--- config.mk ---
export PLATFORM = sky130hd
export DESIGN_NAME = adpll_mesh_top
export DESIGN_NICKNAME = d
export VERILOG_FILES = /design/src/mesh_pll_pkg.sv /design/src/node_nco.sv /design/src/bb_phase_detector.sv /design/src/loop_filter.sv /design/src/adpll_node.sv /design/src/mesh_config.sv /design/src/adpll_mesh_top.sv
export VERILOG_INCLUDE_DIRS = /design/src
export SDC_FILE = /design/constraint.sdc
export NUM_CORES = 2
export LEC_CHECK = 0
export ABC_AREA = 1
export BUFFER_PORTS_ARGS = -buffer_cell sky130_fd_sc_hd__buf_2
export CAP_MARGIN = 25
export CORE_UTILIZATION = 63
export DETAILED_ROUTE_END_ITERATION = 12
export PLACE_DENSITY = 0.79
export REMOVE_ABC_BUFFERS = 1
export SLEW_MARGIN = 20
export SYNTH_ARGS = -nofsm -noshare
export SYNTH_HDL_FRONTEND = slang
export SYNTH_SLANG_ARGS = --single-unit
--- constraint.sdc ---
create_clock -name clk258_x -period 18.24 [get_ports clk258_x]
set_input_delay 1.824 -clock clk258_x [delete_from_list [all_inputs] [get_ports clk258_x]]
set_output_delay 1.824 -clock clk258_x [all_outputs]
set_load 0.01 [all_outputs]
--- src/mesh_pll_params.svh ---
`ifndef MESH_PLL_PARAMS_SVH
`define MESH_PLL_PARAMS_SVH

// widths
`define MESH_PHASE_W        16      // nco phase accumulator
`define MESH_PDET_W         5       // signed phase error
`define MESH_WEIGHT_W       4
`define MESH_GAIN_W         4
`define MESH_CTRL_W         16      // signed nco correction

// 336/65536 per cycle gives 21 reference periods in 4096 cycles
`define MESH_REF_INC        336

// nodes run at 8x the reference when on centre
`define MESH_NODE_BASE_INC  2688

// increment lost per unit of ring-length offset
`define MESH_OFFSET_SCALE   8

// loop filter scaling, right shifts
`define MESH_KP_SHIFT       2
`define MESH_KI_SHIFT       4

`endif

--- src/mesh_pll_pkg.sv ---
`include "mesh_pll_params.svh"

package mesh_pll_pkg;

    typedef logic [`MESH_PHASE_W-1:0] phase_t;
    typedef logic signed [`MESH_PDET_W-1:0] perr_t;
    typedef logic [`MESH_WEIGHT_W-1:0] weight_t;
    typedef logic [`MESH_GAIN_W-1:0] gain_t;
    typedef logic signed [`MESH_CTRL_W-1:0] ctrl_t;

    typedef struct packed {
        logic  enable;
        logic  network;     // 0 pll, 1 network
        logic  uni_dir;     // 1 unidirectional weights
        gain_t kp;
        gain_t ki;
    } mesh_cfg_t;

    typedef struct packed {
        weight_t left;
        weight_t above;
        weight_t right;
        weight_t below;
    } node_weights_t;

    // already negated by the top
    typedef struct packed {
        perr_t err_right;
        perr_t err_below;
    } nbr_err_t;

    // ring-length offsets, row-major 11 .. 33
    localparam int node_ring_offset [9] = '{0, 2, 18, 12, 10, -4, 0, 8, 0};

    // longer ring means a slower free-running node
    localparam phase_t node_center_inc [9] = '{
        phase_t'(`MESH_NODE_BASE_INC - `MESH_OFFSET_SCALE * node_ring_offset[0]),
        phase_t'(`MESH_NODE_BASE_INC - `MESH_OFFSET_SCALE * node_ring_offset[1]),
        phase_t'(`MESH_NODE_BASE_INC - `MESH_OFFSET_SCALE * node_ring_offset[2]),
        phase_t'(`MESH_NODE_BASE_INC - `MESH_OFFSET_SCALE * node_ring_offset[3]),
        phase_t'(`MESH_NODE_BASE_INC - `MESH_OFFSET_SCALE * node_ring_offset[4]),
        phase_t'(`MESH_NODE_BASE_INC - `MESH_OFFSET_SCALE * node_ring_offset[5]),
        phase_t'(`MESH_NODE_BASE_INC - `MESH_OFFSET_SCALE * node_ring_offset[6]),
        phase_t'(`MESH_NODE_BASE_INC - `MESH_OFFSET_SCALE * node_ring_offset[7]),
        phase_t'(`MESH_NODE_BASE_INC - `MESH_OFFSET_SCALE * node_ring_offset[8])
    };

endpackage

--- src/node_nco.sv ---
`timescale 1ns/1ps

module node_nco (
    input  logic                 clk258_x,
    input  logic                 rst_n_i,
    input  logic                 enable_i,
    input  mesh_pll_pkg::phase_t center_inc_i,
    input  mesh_pll_pkg::ctrl_t  ctrl_i,
    output logic                 clk_o
);
    import mesh_pll_pkg::*;

    phase_t acc_q;
    phase_t step;

    // correction is two's complement, wraps into the increment
    assign step = center_inc_i + phase_t'(ctrl_i);

    always_ff @(posedge clk258_x)
    begin
        if (!rst_n_i)
        begin
            acc_q <= '0;
        end
        else if (!enable_i)
        begin
            acc_q <= '0;    // hold at zero, output stays low
        end
        else
        begin
            acc_q <= acc_q + step;
        end
    end

    assign clk_o = acc_q[$bits(phase_t)-1];

endmodule

--- src/bb_phase_detector.sv ---
`timescale 1ns/1ps

module bb_phase_detector (
    input  logic                clk258_x,
    input  logic                rst_n_i,
    input  logic                ref_i,
    input  logic                fb_i,
    output mesh_pll_pkg::perr_t err_o,
    output logic                err_stb_o
);
    import mesh_pll_pkg::*;

    typedef enum logic [1:0] {
        PD_IDLE,
        PD_REF_LEAD,
        PD_FB_LEAD
    } pd_state_t;

    localparam perr_t ERR_REF_LEAD = perr_t'(1);     // feedback too slow
    localparam perr_t ERR_FB_LEAD = perr_t'(-1);

    pd_state_t state_q;
    logic      ref_q;
    logic      fb_q;
    logic      ref_rise;
    logic      fb_rise;

    assign ref_rise = ref_i & ~ref_q;
    assign fb_rise = fb_i & ~fb_q;

    always_ff @(posedge clk258_x)
    begin
        if (!rst_n_i)
        begin
            state_q <= PD_IDLE;
            ref_q <= 1'b0;
            fb_q <= 1'b0;
            err_o <= '0;
            err_stb_o <= 1'b0;
        end
        else
        begin
            ref_q <= ref_i;
            fb_q <= fb_i;
            err_stb_o <= 1'b0;
            case (state_q)
                PD_IDLE:
                begin
                    if (ref_rise && fb_rise)
                    begin
                        err_o <= '0;    // coincident edges
                        err_stb_o <= 1'b1;
                    end
                    else if (ref_rise)
                    begin
                        state_q <= PD_REF_LEAD;
                    end
                    else if (fb_rise)
                    begin
                        state_q <= PD_FB_LEAD;
                    end
                end
                PD_REF_LEAD:
                begin
                    // further ref edges are ignored until fb shows up
                    if (fb_rise)
                    begin
                        err_o <= ERR_REF_LEAD;
                        err_stb_o <= 1'b1;
                        state_q <= PD_IDLE;
                    end
                end
                PD_FB_LEAD:
                begin
                    if (ref_rise)
                    begin
                        err_o <= ERR_FB_LEAD;
                        err_stb_o <= 1'b1;
                        state_q <= PD_IDLE;
                    end
                end
                default:
                begin
                    state_q <= PD_IDLE;
                end
            endcase
        end
    end

endmodule

--- src/loop_filter.sv ---
`timescale 1ns/1ps
`include "mesh_pll_params.svh"

module loop_filter (
    input  logic                        clk258_x,
    input  logic                        rst_n_i,
    input  mesh_pll_pkg::perr_t         err_i,
    input  logic                        err_stb_i,
    input  mesh_pll_pkg::nbr_err_t      nbr_i,
    input  mesh_pll_pkg::node_weights_t weights_i,
    input  mesh_pll_pkg::gain_t         kp_i,
    input  mesh_pll_pkg::gain_t         ki_i,
    output mesh_pll_pkg::ctrl_t         ctrl_o
);
    import mesh_pll_pkg::*;

    localparam int MIX_W = `MESH_PDET_W + `MESH_WEIGHT_W + 3;
    localparam int INT_W = `MESH_CTRL_W + `MESH_KI_SHIFT;   // keeps ki fraction bits
    localparam int SUM_W = INT_W + 2;
    localparam longint INT_MAX = (longint'(1) <<< (INT_W - 1)) - 1;
    localparam longint INT_MIN = -(longint'(1) <<< (INT_W - 1));
    localparam longint CTRL_MAX = (longint'(1) <<< (`MESH_CTRL_W - 1)) - 1;
    localparam longint CTRL_MIN = -(longint'(1) <<< (`MESH_CTRL_W - 1));

    logic signed [MIX_W-1:0]       w_own;
    logic signed [MIX_W-1:0]       w_right;
    logic signed [MIX_W-1:0]       w_below;
    logic signed [MIX_W-1:0]       mix;
    logic signed [`MESH_GAIN_W:0]  kp_s;
    logic signed [`MESH_GAIN_W:0]  ki_s;
    logic signed [SUM_W-1:0]       integ_sum;
    logic signed [SUM_W-1:0]       ctrl_sum;
    logic signed [INT_W-1:0]       integ_q;
    logic signed [INT_W-1:0]       integ_d;
    ctrl_t                         ctrl_d;

    always_comb
    begin
        w_own = MIX_W'(weights_i.left) + MIX_W'(weights_i.above);
        w_right = MIX_W'(weights_i.right);
        w_below = MIX_W'(weights_i.below);
        kp_s = {1'b0, kp_i};
        ki_s = {1'b0, ki_i};

        mix = w_own * err_i
            + w_right * $signed(nbr_i.err_right)
            + w_below * $signed(nbr_i.err_below);

        integ_sum = integ_q + ki_s * mix;
        if (integ_sum > INT_MAX)
            integ_d = INT_W'(INT_MAX);
        else if (integ_sum < INT_MIN)
            integ_d = INT_W'(INT_MIN);
        else
            integ_d = integ_sum[INT_W-1:0];

        ctrl_sum = ((kp_s * mix) >>> `MESH_KP_SHIFT) + (integ_d >>> `MESH_KI_SHIFT);
        if (ctrl_sum > CTRL_MAX)
            ctrl_d = ctrl_t'(CTRL_MAX);
        else if (ctrl_sum < CTRL_MIN)
            ctrl_d = ctrl_t'(CTRL_MIN);
        else
            ctrl_d = ctrl_sum[`MESH_CTRL_W-1:0];
    end

    // updates once per detector strobe
    always_ff @(posedge clk258_x)
    begin
        if (!rst_n_i)
        begin
            integ_q <= '0;
            ctrl_o <= '0;
        end
        else if (err_stb_i)
        begin
            integ_q <= integ_d;
            ctrl_o <= ctrl_d;
        end
    end

endmodule

--- src/adpll_node.sv ---
`timescale 1ns/1ps

module adpll_node (
    input  logic                        clk258_x,
    input  logic                        rst_n_i,
    input  logic                        enable_i,
    input  mesh_pll_pkg::phase_t        center_inc_i,
    input  logic                        ref_i,
    input  mesh_pll_pkg::nbr_err_t      nbr_i,
    input  mesh_pll_pkg::node_weights_t weights_i,
    input  mesh_pll_pkg::gain_t         kp_i,
    input  mesh_pll_pkg::gain_t         ki_i,
    output mesh_pll_pkg::perr_t         err_o,
    output logic                        gen_o,
    output logic                        div8_o
);
    import mesh_pll_pkg::*;

    ctrl_t      ctrl;
    logic       err_stb;
    logic       gen_q;
    logic [2:0] div_cnt_q;

    bb_phase_detector pd_inst (
        .clk258_x  (clk258_x),
        .rst_n_i   (rst_n_i),
        .ref_i     (ref_i),
        .fb_i      (div8_o),    // locks gen at 8x ref
        .err_o     (err_o),
        .err_stb_o (err_stb)
    );

    loop_filter lf_inst (
        .clk258_x  (clk258_x),
        .rst_n_i   (rst_n_i),
        .err_i     (err_o),
        .err_stb_i (err_stb),
        .nbr_i     (nbr_i),
        .weights_i (weights_i),
        .kp_i      (kp_i),
        .ki_i      (ki_i),
        .ctrl_o    (ctrl)
    );

    node_nco nco_inst (
        .clk258_x     (clk258_x),
        .rst_n_i      (rst_n_i),
        .enable_i     (enable_i),
        .center_inc_i (center_inc_i),
        .ctrl_i       (ctrl),
        .clk_o        (gen_o)
    );

    // divide by 8 on gen rising edges
    always_ff @(posedge clk258_x)
    begin
        if (!rst_n_i || !enable_i)
        begin
            gen_q <= 1'b0;
            div_cnt_q <= '0;
        end
        else
        begin
            gen_q <= gen_o;
            if (gen_o && !gen_q)
                div_cnt_q <= div_cnt_q + 3'd1;
        end
    end

    assign div8_o = div_cnt_q[2];

endmodule

--- src/mesh_config.sv ---
`timescale 1ns/1ps

module mesh_config (
    input  logic                              clk258_x,
    input  logic                              rst_n_i,
    input  logic                              cfg_load_i,
    input  mesh_pll_pkg::mesh_cfg_t           cfg_i,
    input  logic                              ref_clk_i,
    input  logic [8:0]                        div8_i,
    output mesh_pll_pkg::mesh_cfg_t           cfg_o,
    output mesh_pll_pkg::node_weights_t [8:0] weights_o,
    output logic [8:0]                        node_ref_o
);
    import mesh_pll_pkg::*;

    // {left, above, right, below} per node, row-major
    localparam node_weights_t UNI_W [9] = '{
        '{4'd4, 4'd0, 4'd0, 4'd0},
        '{4'd4, 4'd0, 4'd0, 4'd0},
        '{4'd4, 4'd0, 4'd0, 4'd0},
        '{4'd0, 4'd4, 4'd0, 4'd0},
        '{4'd2, 4'd2, 4'd0, 4'd0},
        '{4'd2, 4'd2, 4'd0, 4'd0},
        '{4'd0, 4'd4, 4'd0, 4'd0},
        '{4'd2, 4'd2, 4'd0, 4'd0},
        '{4'd2, 4'd2, 4'd0, 4'd0}
    };

    localparam node_weights_t BI_W [9] = '{
        '{4'd2, 4'd0, 4'd1, 4'd1},
        '{4'd1, 4'd0, 4'd1, 4'd1},
        '{4'd2, 4'd0, 4'd0, 4'd2},
        '{4'd0, 4'd1, 4'd1, 4'd1},
        '{4'd1, 4'd1, 4'd1, 4'd1},
        '{4'd1, 4'd1, 4'd0, 4'd1},
        '{4'd0, 4'd2, 4'd2, 4'd0},
        '{4'd1, 4'd2, 4'd1, 4'd0},
        '{4'd2, 4'd2, 4'd0, 4'd0}
    };

    // network mode source node, entry 0 unused since 11 takes ref_clk
    localparam int NET_SRC [9] = '{0, 0, 1, 0, 1, 2, 3, 6, 5};

    always_ff @(posedge clk258_x)
    begin
        if (!rst_n_i)
            cfg_o <= '0;    // mesh disabled
        else if (cfg_load_i)
            cfg_o <= cfg_i;
    end

    always_comb
    begin
        for (int i = 0; i < 9; i++)
        begin
            weights_o[i] = cfg_o.uni_dir ? UNI_W[i] : BI_W[i];
            if (cfg_o.network && i != 0)
                node_ref_o[i] = div8_i[NET_SRC[i]];
            else
                node_ref_o[i] = ref_clk_i;
        end
    end

endmodule

--- src/adpll_mesh_top.sv ---
`timescale 1ns/1ps
`include "mesh_pll_params.svh"

module adpll_mesh_top (
    input  logic                    clk258_x,
    input  logic                    rst_n_i,
    input  logic                    cfg_load_i,
    input  mesh_pll_pkg::mesh_cfg_t cfg_i,
    output logic                    ref_clk_o,
    output logic [8:0]              gen_o,
    output logic [8:0]              div8_o
);
    import mesh_pll_pkg::*;

    mesh_cfg_t           cfg;
    node_weights_t [8:0] weights;
    logic [8:0]          node_ref;
    perr_t               err [9];
    nbr_err_t            nbr [9];

    // free-running reference, never corrected
    node_nco ref_nco (
        .clk258_x     (clk258_x),
        .rst_n_i      (rst_n_i),
        .enable_i     (1'b1),
        .center_inc_i (phase_t'(`MESH_REF_INC)),
        .ctrl_i       ('0),
        .clk_o        (ref_clk_o)
    );

    mesh_config cfg_inst (
        .clk258_x   (clk258_x),
        .rst_n_i    (rst_n_i),
        .cfg_load_i (cfg_load_i),
        .cfg_i      (cfg_i),
        .ref_clk_i  (ref_clk_o),
        .div8_i     (div8_o),
        .cfg_o      (cfg),
        .weights_o  (weights),
        .node_ref_o (node_ref)
    );

    for (genvar i = 0; i < 9; i++)
    begin : g_node
        localparam int ROW = i / 3;
        localparam int COL = i % 3;

        // negated errors from right and lower neighbours, zero on the edge
        if (COL < 2)
        begin : g_right
            assign nbr[i].err_right = -err[i+1];
        end
        else
        begin : g_no_right
            assign nbr[i].err_right = '0;
        end

        if (ROW < 2)
        begin : g_below
            assign nbr[i].err_below = -err[i+3];
        end
        else
        begin : g_no_below
            assign nbr[i].err_below = '0;
        end

        adpll_node node_inst (
            .clk258_x     (clk258_x),
            .rst_n_i      (rst_n_i),
            .enable_i     (cfg.enable),
            .center_inc_i (node_center_inc[i]),
            .ref_i        (node_ref[i]),
            .nbr_i        (nbr[i]),
            .weights_i    (weights[i]),
            .kp_i         (cfg.kp),
            .ki_i         (cfg.ki),
            .err_o        (err[i]),
            .gen_o        (gen_o[i]),
            .div8_o       (div8_o[i])
        );
    end

endmodule

==> results.ini <==
[timing]
fin_tns_setup_ns=0
hold_viol_final=0
timing.slew.headroom_pct=29.0
finClkSkew_ns=0.0356
period_share_pct=63.7
grt_setup_unrepaired=false
tightest_slew_ns=1.07
setup_viol=0
slew_viol_final=0
fin_crit_ns=11.62
max_freq_mhz=86.1

[worst_setup_path]
endpoint_kind=flip-flop
crit_top_cell=nand2_1
cp_top_family=adder cells
crit_slowest_cell=xor2_1
crit_fanout=33
startpoint_type=flip-flop
slowest_delay_ns=0.76
cp.required_ns=18.80
cp.arrival_ns=12.18
critPathBufInv=10
path_class=flip-flop to flip-flop

[yosys]
synth_mux_area_share_pct=0
ys_seq_elements=584
yosysWarnings=0
synth_top_family_by_area=adder cells
synth_most_common_cell=inv_1
yosysSeqAreaShare_pct=13.5
ys_async_sr_fraction_pct=0
synthSimpleGateAreaFrac_pct=22.4
synth_cell_types=61
synth_area_mm2=0.0863
synth_commonest_cells=2707 x inv_1, 2482 x nand2_1, 1395 x ha_1, 1333 x nor2_1, 930 x a21oi_1
syn_avg_cell_area_um2=6.93
synth_xor_area_share_pct=3.94
synthAdderAreaFrac_pct=36.4
synth_top_cells_by_area=ha_1 20%, fa_1 16%, dfxtp_1 14%, inv_1 12%, nand2_1 11%
synthFlopType=dfxtp_1
synthCells=12400
synth_edf_count=0
yosysTopAreaCell=ha_1
synth-compound-area-share_pct=10.3
yosys.area.top_type_share_pct=20.2

[status]
status=finished clean

[placed_design]
dp_cells=14000
io_buffers=32
gp_congestion=0.944
place_hpwl_um=173000

[floorplan]
rows=135
die-height_um=372
initial_utilization_pct=63.6
die-area_mm2=0.138
dieWidth_um=372
core_area_mm2=0.136
ioPinCount=33

[grt]
grt_pass1_wl_um=362000
grt_pass1_vias=74900
antenna_found_initial=5
grt_usage_pct=31.7
grt_overflow=0
grt_start_max_net_pins=83

[final_layout]
syn_to_final_growth_pct=4.91
fin_cells=14200
nets=14400
drive_above_1_share_pct=3.08

[routing]
first_pass_iters=9
drtIter0Drc=5205
drt-vias-per-instance=5.43
drt-wirelength-per-cell_um=15.4
wirelength_um=218000
final_antenna_net_count=0
num_vias=76900
drc=0

[clock_network]
cts_setup_buffers=0
worstSkewPairLatency_ns=0.70
clk_pin_slew_ns=0.06
cts_buffer_depth=3
cts_resized=0
cts.htree.levels=3
root_buffer=clkbuf_16
clock-sinks=584
cts_tree=done
cts_hold_buf=0
numCtsBuffers=79

[pwr]
power_density_mw_per_mm2=42.4
power_leakage_nw=54.2
vdd_ir_drop_max_mv=0.0694

[flow_run]
maxCapViolCount=0

[worst_hold_path]
hold_path.class=flip-flop to flip-flop

-- registers in the layout, indices dropped and copies added (netlist names) --
name / count
g_node.node_inst.lf_inst.ctrl_o: 144
g_node.node_inst.nco_inst.acc_q: 144
g_node.node_inst.pd_inst.ref_q: 7
g_node.node_inst.div_cnt_q: 27
g_node.node_inst.gen_q: 9
g_node.node_inst.pd_inst.err_stb_o: 9
cfg_inst.cfg_o: 11
ref_nco.acc_q: 12
g_node.node_inst.pd_inst.state_q: 18
g_node.node_inst.pd_inst.err_o: 18
g_node.node_inst.pd_inst.fb_q: 9
g_node.node_inst.lf_inst.integ_q: 176
-- per-layer routing --
metal  global-route usage (%)  up-vias  share of wire (%)
li1                         -    38400                  -
met3                     4.49      394                6.6
met5                        0        -              0.012
met1                     42.1    36000                 44
met4                     9.75        4                3.2
met2                     53.1     2142                 46
-- through the flow --
step	power [mW]	area, um2	util (%)	worst slack, ns	hold WS [ns]
after floorplan	1.93	85000	-	7.78	0.418
after global placement	2.15	87800	64.7	6.83	0.430
after detailed placement	2.17	87800	64.7	6.42	0.446
after CTS	3.86	90500	66.7	6.41	0.455
after global routing	4.01	90600	66.8	5.70	0.484
final	3.84	90600	66.8	6.62	0.456
-- worst min-delay path, stage by stage, from the launching register on --
cell and delay [ns]:
dfxtp_2 0.32, inv_2 0.04, a21oi_1 0.05
-- final timing paths --
| kind | start | slack, ns | depth (start not counted) | end |
|---|---|---|---|---|
| max reg2reg | g_node[5].node_inst.pd_inst.err_o[3] | 6.62 | 52 | g_node[4].node_inst.lf_inst.ctrl_o[13] |
| max | g_node[5].node_inst.pd_inst.err_o[3] | 6.62 | 52 | g_node[4].node_inst.lf_inst.ctrl_o[13] |
| min | cfg_inst.cfg_o[5] | 0.46 | 2 | cfg_inst.cfg_o[5] |
| min reg2reg | cfg_inst.cfg_o[5] | 0.46 | 2 | cfg_inst.cfg_o[5] |
-- cells by family (layout without fill, tap and decap cells) --
kind of cell             Yosys count  in the layout
AND/OR/NAND/NOR                 4721           4721
XOR/XNOR                         388            388
other                              2              8
adder cells (fa/ha/maj)         2091           2091
buffers and inverters           3008           2945
AO/OA/AOI/OAI                   1654           1654
flip-flops                       584            584
-- placed cells by master, fill, tap and decap left out, types with 58 or more instances in the layout --
cell type / Yosys / routed
ha_1: 1395 / 1395
xnor2_1: 151 / 151
dfxtp_1: 584 / 579
nor2_1: 1333 / 1333
xor2_1: 237 / 237
fa_1: 696 / 696
nor3_1: 95 / 95
clkbuf_16: 0 / 80
inv_1: 2707 / 2703
nand4_1: 74 / 74
nand2_1: 2482 / 2481
a21oi_1: 930 / 930
nand3_1: 553 / 553
o21ai_0: 430 / 430
a21o_1: 58 / 58
-- cell type report --
class                   instances  area [um2]
clock inverters                42         567
diodes                          1        2.50
multi-input cells            8861       63100
well taps                    1781        2230
clock buffers                 100        2190
flip-flops and latches        584       11700
fillers                     12100       45100
inverters                    2730       10300
repair buffers                 73         494
-- power by group --
| part | switching [mW] | leakage, nW | internal [mW] |
|---|---|---|---|
| combinational | 0.574 | 48.1 | 0.275 |
| sequential | 0.0148 | 4.71 | 1.29 |
| clock | 0.687 | 1.34 | 0.997 |
(Power assumes the default switching activity.)
